--- config.mk ---
export PLATFORM = sky130hd
export DESIGN_NAME = mpu_top
export DESIGN_NICKNAME = d
export VERILOG_FILES = /design/src/hdl/mpu_pkg.sv /design/src/hdl/core_trans_if.sv /design/src/hdl/mpu_ctrl.sv /design/src/hdl/mpu_resp_path.sv /design/src/hdl/mpu_top.sv /design/src/hdl/obi_req_gen.sv /design/src/hdl/pma_lookup.sv
export SDC_FILE = /design/constraint.sdc
export NUM_CORES = 1
export LEC_CHECK = 0
export BUFFER_PORTS_ARGS = -buffer_cell sky130_fd_sc_hd__buf_2
export CAP_MARGIN = 5
export CORE_MARGIN = 2
export CORE_UTILIZATION = 51
export CTS_BUF_LIST = sky130_fd_sc_hd__clkbuf_4
export DETAILED_ROUTE_END_ITERATION = 8
export PLACE_DENSITY = 0.89
export SYNTH_ARGS = -nofsm -noshare
export SYNTH_HDL_FRONTEND = slang
export SYNTH_HIERARCHICAL = 1
export SYNTH_SLANG_ARGS = --single-unit
--- constraint.sdc ---
create_clock -name clk -period 4 [get_ports clk]
set_clock_uncertainty 0.05 [all_clocks]
set_input_delay 0 -clock clk [delete_from_list [all_inputs] [get_ports clk]]
set_output_delay 0 -clock clk [all_outputs]
set_load 0.02 [all_outputs]
--- src/hdl/mpu_pkg.sv ---
`default_nettype none

package mpu_pkg;

  ////////////////////////////////////////
  // Sizing
  ////////////////////////////////////////

  localparam int ADDR_W      = 32;
  localparam int DATA_W      = 32;
  localparam int WORD_ADDR_W = ADDR_W - 2;
  localparam int MEMTYPE_W   = 2;

  // Granted bus transactions still waiting for rvalid
  localparam int MAX_OUTSTANDING = 2;
  localparam int CNT_W           = $clog2(MAX_OUTSTANDING + 1);

  ////////////////////////////////////////
  // Region attributes
  ////////////////////////////////////////

  // Bounds are word addresses, low inclusive and high exclusive
  typedef struct packed {
    logic [WORD_ADDR_W-1:0] word_addr_low;
    logic [WORD_ADDR_W-1:0] word_addr_high;
    logic                   main;
    logic                   bufferable;
    logic                   cacheable;
    logic                   atomic;
  } pma_region_t;

  localparam int PMA_NUM_REGIONS = 3;

  // Unmatched space is I/O with no attributes
  localparam pma_region_t PMA_R_DEFAULT = '{
    word_addr_low: '0, word_addr_high: '0,
    main: 1'b0, bufferable: 1'b0, cacheable: 1'b0, atomic: 1'b0
  };

  // Lowest index wins where regions overlap
  localparam pma_region_t PMA_CFG [PMA_NUM_REGIONS] = '{
    '{word_addr_low:  WORD_ADDR_W'(32'h0000_0000 >> 2),
      word_addr_high: WORD_ADDR_W'(32'h0001_0000 >> 2),
      main: 1'b1, bufferable: 1'b0, cacheable: 1'b1, atomic: 1'b1},
    '{word_addr_low:  WORD_ADDR_W'(32'h0000_8000 >> 2),
      word_addr_high: WORD_ADDR_W'(32'h0002_0000 >> 2),
      main: 1'b0, bufferable: 1'b1, cacheable: 1'b0, atomic: 1'b0},
    '{word_addr_low:  WORD_ADDR_W'(32'h1000_0000 >> 2),
      word_addr_high: WORD_ADDR_W'(32'h1000_1000 >> 2),
      main: 1'b0, bufferable: 1'b0, cacheable: 1'b0, atomic: 1'b0}
  };

  ////////////////////////////////////////
  // Control and status encodings
  ////////////////////////////////////////

  typedef enum logic [1:0] {
    MPU_IDLE,
    MPU_ERR_WAIT,
    MPU_ERR_RESP
  } mpu_state_e;

  typedef enum logic [1:0] {
    MPU_OK,
    MPU_RE_FAULT,
    MPU_WR_FAULT
  } mpu_status_e;

endpackage

`default_nettype wire

--- src/hdl/core_trans_if.sv ---
`timescale 1ns/1ns
`default_nettype none

interface core_trans_if;

  logic                       valid;
  logic                       ready;
  logic [mpu_pkg::ADDR_W-1:0] addr;
  logic                       we;
  logic [mpu_pkg::DATA_W-1:0] wdata;
  logic                       exec;
  logic                       atomic;

  // Transfer takes place on this cycle
  logic                       accept;

  assign accept = valid && ready;

  modport ctrl (
    input  valid, addr, we, wdata, exec, atomic, accept,
    output ready
  );

  // Request issuer only needs the payload and the transfer strobe
  modport req (
    input addr, we, wdata, accept
  );

endinterface

`default_nettype wire

--- src/hdl/mpu_ctrl.sv ---
`timescale 1ns/1ns
`default_nettype none

module mpu_ctrl (
  input  logic                 clk,
  input  logic                 rst_n,
  core_trans_if.ctrl           trans,
  input  logic                 fault_i,
  input  mpu_pkg::mpu_status_e status_i,
  input  logic                 req_busy_i,
  input  logic                 obi_gnt_i,
  input  logic                 obi_rvalid_i,
  output logic                 accept_ok_o,
  output logic                 err_valid_o,
  output mpu_pkg::mpu_status_e err_status_o
);

  mpu_pkg::mpu_state_e       state_q;
  mpu_pkg::mpu_state_e       state_d;
  mpu_pkg::mpu_status_e      status_q;
  logic [mpu_pkg::CNT_W-1:0] cnt_q;
  logic [mpu_pkg::CNT_W-1:0] cnt_d;
  logic                      cnt_inc;
  logic                      fault_accept;
  logic                      busy_d;
  logic                      ready_q;
  logic                      ready_d;

  assign accept_ok_o  = trans.accept && !fault_i;
  assign fault_accept = trans.accept && fault_i;
  assign cnt_inc      = req_busy_i && obi_gnt_i;

  // Outstanding count goes up on grant and down on rvalid
  always_comb begin
    cnt_d = cnt_q;
    if (cnt_inc && !obi_rvalid_i) begin
      cnt_d = cnt_q + mpu_pkg::CNT_W'(1);
    end else if (!cnt_inc && obi_rvalid_i) begin
      cnt_d = cnt_q - mpu_pkg::CNT_W'(1);
    end
  end

  ////////////////////////////////////////
  // Error sequencing
  ////////////////////////////////////////

  // Errors wait for the bus to drain so responses stay in order
  always_comb begin
    state_d = state_q;
    case (state_q)
      mpu_pkg::MPU_IDLE: begin
        if (fault_accept) begin
          state_d = (cnt_d != '0) ? mpu_pkg::MPU_ERR_WAIT : mpu_pkg::MPU_ERR_RESP;
        end
      end
      mpu_pkg::MPU_ERR_WAIT: begin
        if (cnt_d == '0) begin
          state_d = mpu_pkg::MPU_ERR_RESP;
        end
      end
      default: begin
        state_d = mpu_pkg::MPU_IDLE;
      end
    endcase
  end

  // Ready is registered, so it looks at next-cycle conditions
  assign busy_d  = (req_busy_i && !obi_gnt_i) || accept_ok_o;
  assign ready_d = (state_d == mpu_pkg::MPU_IDLE) && !busy_d &&
                   (cnt_d < mpu_pkg::CNT_W'(mpu_pkg::MAX_OUTSTANDING));

  always_ff @(posedge clk) begin
    if (rst_n) begin
      state_q <= mpu_pkg::MPU_IDLE;
      cnt_q   <= '0;
      ready_q <= 1'b0;
    end else begin
      state_q <= state_d;
      cnt_q   <= cnt_d;
      ready_q <= ready_d;
    end
  end

  always_ff @(posedge clk) begin
    if (fault_accept) begin
      status_q <= status_i;
    end
  end

  assign trans.ready  = ready_q;
  assign err_valid_o  = (state_q == mpu_pkg::MPU_ERR_RESP);
  assign err_status_o = status_q;

endmodule

`default_nettype wire

--- src/hdl/mpu_resp_path.sv ---
`timescale 1ns/1ns
`default_nettype none

module mpu_resp_path (
  input  logic                       clk,
  input  logic                       rst_n,
  input  logic                       obi_rvalid_i,
  input  logic [mpu_pkg::DATA_W-1:0] obi_rdata_i,
  input  logic                       err_valid_i,
  input  mpu_pkg::mpu_status_e       err_status_i,
  output logic                       core_resp_valid_o,
  output logic [mpu_pkg::DATA_W-1:0] core_resp_rdata_o,
  output mpu_pkg::mpu_status_e       core_resp_status_o
);

  logic                       valid_q;
  logic [mpu_pkg::DATA_W-1:0] rdata_q;
  mpu_pkg::mpu_status_e       status_q;

  always_ff @(posedge clk) begin
    if (rst_n) begin
      valid_q <= 1'b0;
    end else begin
      valid_q <= obi_rvalid_i || err_valid_i;
    end
  end

  // Bus data and error never arrive together since errors wait for drain
  always_ff @(posedge clk) begin
    if (obi_rvalid_i) begin
      rdata_q  <= obi_rdata_i;
      status_q <= mpu_pkg::MPU_OK;
    end else if (err_valid_i) begin
      rdata_q  <= '0;
      status_q <= err_status_i;
    end
  end

  assign core_resp_valid_o  = valid_q;
  assign core_resp_rdata_o  = rdata_q;
  assign core_resp_status_o = status_q;

endmodule

`default_nettype wire

--- src/hdl/mpu_top.sv ---
`timescale 1ns/1ns
`default_nettype none

module mpu_top (
  input  logic                          clk,
  input  logic                          rst_n,

  // Core request
  input  logic                          core_valid_i,
  output logic                          core_ready_o,
  input  logic [mpu_pkg::ADDR_W-1:0]    core_addr_i,
  input  logic                          core_we_i,
  input  logic [mpu_pkg::DATA_W-1:0]    core_wdata_i,
  input  logic                          core_exec_i,
  input  logic                          core_atomic_i,

  // Core response
  output logic                          core_resp_valid_o,
  output logic [mpu_pkg::DATA_W-1:0]    core_resp_rdata_o,
  output mpu_pkg::mpu_status_e          core_resp_status_o,

  // OBI
  output logic                          obi_req_o,
  input  logic                          obi_gnt_i,
  output logic [mpu_pkg::ADDR_W-1:0]    obi_addr_o,
  output logic                          obi_we_o,
  output logic [mpu_pkg::DATA_W-1:0]    obi_wdata_o,
  output logic [mpu_pkg::MEMTYPE_W-1:0] obi_memtype_o,
  input  logic                          obi_rvalid_i,
  input  logic [mpu_pkg::DATA_W-1:0]    obi_rdata_i
);

  mpu_pkg::pma_region_t region;
  mpu_pkg::mpu_status_e pma_status;
  mpu_pkg::mpu_status_e err_status;
  logic                 pma_fault;
  logic                 accept_ok;
  logic                 req_busy;
  logic                 err_valid;

  core_trans_if trans ();

  assign trans.valid  = core_valid_i;
  assign trans.addr   = core_addr_i;
  assign trans.we     = core_we_i;
  assign trans.wdata  = core_wdata_i;
  assign trans.exec   = core_exec_i;
  assign trans.atomic = core_atomic_i;
  assign core_ready_o = trans.ready;

  ////////////////////////////////////////
  // Lookup and control
  ////////////////////////////////////////

  pma_lookup u_pma_lookup (
    .addr_i   (trans.addr),
    .exec_i   (trans.exec),
    .atomic_i (trans.atomic),
    .we_i     (trans.we),
    .region_o (region),
    .fault_o  (pma_fault),
    .status_o (pma_status)
  );

  mpu_ctrl u_mpu_ctrl (
    .clk          (clk),
    .rst_n        (rst_n),
    .trans        (trans),
    .fault_i      (pma_fault),
    .status_i     (pma_status),
    .req_busy_i   (req_busy),
    .obi_gnt_i    (obi_gnt_i),
    .obi_rvalid_i (obi_rvalid_i),
    .accept_ok_o  (accept_ok),
    .err_valid_o  (err_valid),
    .err_status_o (err_status)
  );

  ////////////////////////////////////////
  // Datapath
  ////////////////////////////////////////

  obi_req_gen u_obi_req_gen (
    .clk           (clk),
    .rst_n         (rst_n),
    .trans         (trans),
    .accept_ok_i   (accept_ok),
    .region_i      (region),
    .obi_gnt_i     (obi_gnt_i),
    .busy_o        (req_busy),
    .obi_req_o     (obi_req_o),
    .obi_addr_o    (obi_addr_o),
    .obi_we_o      (obi_we_o),
    .obi_wdata_o   (obi_wdata_o),
    .obi_memtype_o (obi_memtype_o)
  );

  mpu_resp_path u_mpu_resp_path (
    .clk                (clk),
    .rst_n              (rst_n),
    .obi_rvalid_i       (obi_rvalid_i),
    .obi_rdata_i        (obi_rdata_i),
    .err_valid_i        (err_valid),
    .err_status_i       (err_status),
    .core_resp_valid_o  (core_resp_valid_o),
    .core_resp_rdata_o  (core_resp_rdata_o),
    .core_resp_status_o (core_resp_status_o)
  );

endmodule

`default_nettype wire

--- src/hdl/obi_req_gen.sv ---
`timescale 1ns/1ns
`default_nettype none

module obi_req_gen (
  input  logic                          clk,
  input  logic                          rst_n,
  core_trans_if.req                     trans,
  input  logic                          accept_ok_i,
  input  mpu_pkg::pma_region_t          region_i,
  input  logic                          obi_gnt_i,
  output logic                          busy_o,
  output logic                          obi_req_o,
  output logic [mpu_pkg::ADDR_W-1:0]    obi_addr_o,
  output logic                          obi_we_o,
  output logic [mpu_pkg::DATA_W-1:0]    obi_wdata_o,
  output logic [mpu_pkg::MEMTYPE_W-1:0] obi_memtype_o
);

  logic                          req_q;
  logic [mpu_pkg::ADDR_W-1:0]    addr_q;
  logic                          we_q;
  logic [mpu_pkg::DATA_W-1:0]    wdata_q;
  logic [mpu_pkg::MEMTYPE_W-1:0] memtype_q;

  // Request stays up until the grant is seen
  always_ff @(posedge clk) begin
    if (rst_n) begin
      req_q <= 1'b0;
    end else if (accept_ok_i) begin
      req_q <= 1'b1;
    end else if (req_q && obi_gnt_i) begin
      req_q <= 1'b0;
    end
  end

  ////////////////////////////////////////
  // Request fields
  ////////////////////////////////////////

  // Core is held off while a request is pending, so fields stay stable
  always_ff @(posedge clk) begin
    if (trans.accept) begin
      addr_q    <= trans.addr;
      we_q      <= trans.we;
      wdata_q   <= trans.wdata;
      memtype_q <= {region_i.cacheable, region_i.bufferable};
    end
  end

  assign busy_o        = req_q;
  assign obi_req_o     = req_q;
  assign obi_addr_o    = addr_q;
  assign obi_we_o      = we_q;
  assign obi_wdata_o   = wdata_q;
  assign obi_memtype_o = memtype_q;

endmodule

`default_nettype wire

--- src/hdl/pma_lookup.sv ---
`timescale 1ns/1ns
`default_nettype none

module pma_lookup (
  input  logic [mpu_pkg::ADDR_W-1:0] addr_i,
  input  logic                       exec_i,
  input  logic                       atomic_i,
  input  logic                       we_i,
  output mpu_pkg::pma_region_t       region_o,
  output logic                       fault_o,
  output mpu_pkg::mpu_status_e       status_o
);

  logic [mpu_pkg::WORD_ADDR_W-1:0] word_addr;
  logic                            found;

  assign word_addr = addr_i[mpu_pkg::ADDR_W-1:2];

  // First region in index order that contains the address
  always_comb begin
    region_o = mpu_pkg::PMA_R_DEFAULT;
    found    = 1'b0;
    for (int i = 0; i < mpu_pkg::PMA_NUM_REGIONS; i++) begin
      if (!found &&
          (word_addr >= mpu_pkg::PMA_CFG[i].word_addr_low) &&
          (word_addr <  mpu_pkg::PMA_CFG[i].word_addr_high)) begin
        region_o = mpu_pkg::PMA_CFG[i];
        found    = 1'b1;
      end
    end
  end

  // Fetch needs main memory, atomics need atomic support
  assign fault_o = (exec_i && !region_o.main) || (atomic_i && !region_o.atomic);

  always_comb begin
    if (!fault_o) begin
      status_o = mpu_pkg::MPU_OK;
    end else if (we_i) begin
      status_o = mpu_pkg::MPU_WR_FAULT;
    end else begin
      status_o = mpu_pkg::MPU_RE_FAULT;
    end
  end

endmodule

`default_nettype wire

==> flow_metrics.tcl, run 1 <==
set metrics [dict create \
    ioPinCount 208 \
    cts_buffers 9 \
    status "did not finish" \
    tool.error "[ERROR RSZ-0060] Max buffer count reached." \
    dieWidth_um 90.01 \
    place.port_buffers 207 \
    synth-warning-count 6 \
    clk_path_buf_depth 2 \
    syn_avg_cell_area_um2 19.55 \
    cts_resized 0 \
    syn_inst 193 \
    lastStage "clock tree synthesis" \
    dp_hpwl_mm 6.505 \
    start_util_pct 52.29 \
    synth_nets 297 \
    h-tree-depth 3 \
    fp.dieH_um 90.01 \
    dp_cells 496 \
    routabilityCongestion 0.8338 \
    syn_area_um2 3772 \
    holdBufCountCts 103 \
    post_cts_buffers 0 \
    ctsRootBufferMaster "clkbuf_4" \
    core.rowCount 31 \
]
-- stage by stage --
| step | setup WS [ps] | util, % | cell area (um2) |
|---|---|---|---|
| 3_3_place_gp | 2178 | 68.18 | 4918 |
| 2_1_floorplan | 1187 | - | 3772 |
| 3_5_place_dp | 2111 | 68.18 | 4918 |
==> run 2: changes to the inputs <==
Settings changed: CORE_UTILIZATION 51 to 38, CTS_BUF_LIST sky130_fd_sc_hd__clkbuf_4 to default, PLACE_DENSITY 0.89 to default, PLACE_DENSITY_LB_ADDON from default to 0.15.
==> flow_metrics.tcl, run 2 <==
set metrics [dict create \
    power_frac_comb_pct 15.6 \
    layout.nets 615 \
    status "completed" \
    startpoint_type "input port" \
    overflow 0 \
    syn_avg_cell_area_um2 19.55 \
    ctsRootBufferMaster "clkbuf_8" \
    final_layout_size_suffix_gt1_share_pct 45.54 \
    grt_usage_pct 18.24 \
    clkPwrFrac_pct 26.2 \
    h-tree-depth 3 \
    tns_ps 0 \
    seqPwrFrac_pct 58.2 \
    final_common_cell "buf_2" \
    routabilityCongestion 0.7880 \
    final_max_slew_viol_count 0 \
    clkLatencyLatePin_ps 360 \
    drv_cap 0 \
    leakage_nw 2.597 \
    core_area_um2 9684 \
    crit_path_max_fanout 4 \
    hold_depth 2 \
    grt_antenna_before_repair 0 \
    end_kind "flip-flop" \
    rr_worst_depth 3 \
    dp_hpwl_mm 6.361 \
    most-common-layout-cells "buf_2, dlygate4sd3_1, edfxtp_1, and2_1" \
    grt_start_max_net_pins 41 \
    intPower_w 0.001748 \
    vias 2834 \
    synth_nets 297 \
    critPathRequiredTime_ps 4260 \
    die-area_um2 10740 \
    wirelength_mm 9.812 \
    diodes 0 \
    post_cts_buffers 0 \
    start_util_pct 38.95 \
    grt_pass1_wl_mm 15.14 \
    ioPinCount 208 \
    hold_viol 0 \
    cp_cell_sequence "dlygate4sd3_1, buf_2, or4_4, nor4_4, nor2_1, nor2b_1, inv_1, a21oi_2, dlygate4sd3_1" \
    clk_path_buf_depth 2 \
    ir_drop_v 0.0001965 \
    critPathKind "in -> reg" \
    p_switching_w 0.0005953 \
    p_sw_share_pct 25.40 \
    cpMostUsedCell "dlygate4sd3_1" \
    dieWidth_um 103.6 \
    synth-warning-count 6 \
    grt_pass1_vias 3017 \
    period_share_pct 57.43 \
    core.rowCount 36 \
    min_path_type "in -> reg" \
    worstMarginPinSlew_ps 1016 \
    place.port_buffers 207 \
    syn_area_um2 3772 \
    max_freq_mhz 435.3 \
    first_iter_violations 152 \
    slowest_delay_ps 550 \
    drc 0 \
    layout_setup_ws_ps 1703 \
    clk_pin_slew_ps 100 \
    period_minus_slack_ps 2297 \
    fp.dieH_um 103.6 \
    slowest_stage "dlygate4sd3_1" \
    cts_tree "done" \
    clock_sinks 110 \
    setup-violations-final 0 \
    drtAntennaViolNets 0 \
    syn_to_final_growth_pct 63.62 \
    cts_buffers 9 \
    arrival_ps 2560 \
    syn_inst 193 \
    place_ws_ps 1856 \
    first_pass_iters 4 \
    rsz0062_at_grt "false" \
    wl_per_cell_um 15.12 \
    viasPerCell 4.367 \
    p_per_area_nw_per_um2 379.7 \
    slew-limit-headroom_pct 32.28 \
]
==> run 2: metal layers <==
| metal | vias to the layer above | global-route usage, % | part of all wire, % |
|---|---|---|---|
| met1 | 1334 | 19.29 | 36 |
| met4 | 0 | 7.336 | 1.9 |
| met5 | - | 0 | 0 |
| li1 | 1354 | - | - |
| met3 | 17 | 6.042 | 7.9 |
| met2 | 129 | 33.40 | 54 |
==> run 2: repair_timing <==
item / 4_1_cts / 5_1_grt
gates resized for setup: 0 / 0
hold buffers: 102 / 0
endpoints found under the hold margin: 108 / 0
==> run 2: worst paths after layout <==
check	from	endpoint	slack (ps)
hold reg to reg	u_mpu_ctrl/err_status_o[0]	u_mpu_resp_path/core_resp_status_o[0]	460
setup reg to reg	u_mpu_ctrl/state_q[1]	u_mpu_resp_path/core_resp_rdata_o[31]	1860
hold / removal	obi_rvalid_i	u_mpu_resp_path/core_resp_status_o[0]	50
setup / recovery	core_addr_i[31]	u_obi_req_gen/busy_o	1700
==> run 2: area by class of cell <==
class,instances,area (um2)
fill,717,3512
sequential,110,3213
timing repair buffer,312,2079
multi-input combinational,77,526.8
tap,133,166.4
clock buffer,10,127.6
clock inverter,6,55.05
inverter,1,3.754
==> run 2: per-stage QoR <==
stage	hold slack, ps	instance area (um2)	utilization [%]	std cells	power, W
after floorplan	12.44	3772	-	193	0.001544
after global placement	126.5	4969	51.30	531	0.001672
after detailed placement	128.2	4969	51.30	531	0.001677
after CTS	36.86	6172	63.73	649	0.002367
after global routing	97.35	6172	63.73	649	0.002443
final	49.91	6172	63.73	649	0.002344
==> run 2: power groups by stage <==
stage / logic [W] / registers (W) / clock network (W)
global route: 0.000391 / 0.00137 / 0.000680
finish: 0.000366 / 0.00136 / 0.000614
floorplan: 0.0000646 / 0.00148 / 0
detailed placement: 0.000287 / 0.00139 / 0
CTS: 0.000366 / 0.00136 / 0.000638
global placement: 0.000285 / 0.00139 / 0
==> run 2: worst max-delay path, delay by kind of cell <==
family          cells  cell delay [ps]
buf+inv             4             1300
simple gates        4             1160
compound gates      1              100
Note: power is estimated with default switching activity, not from simulation.
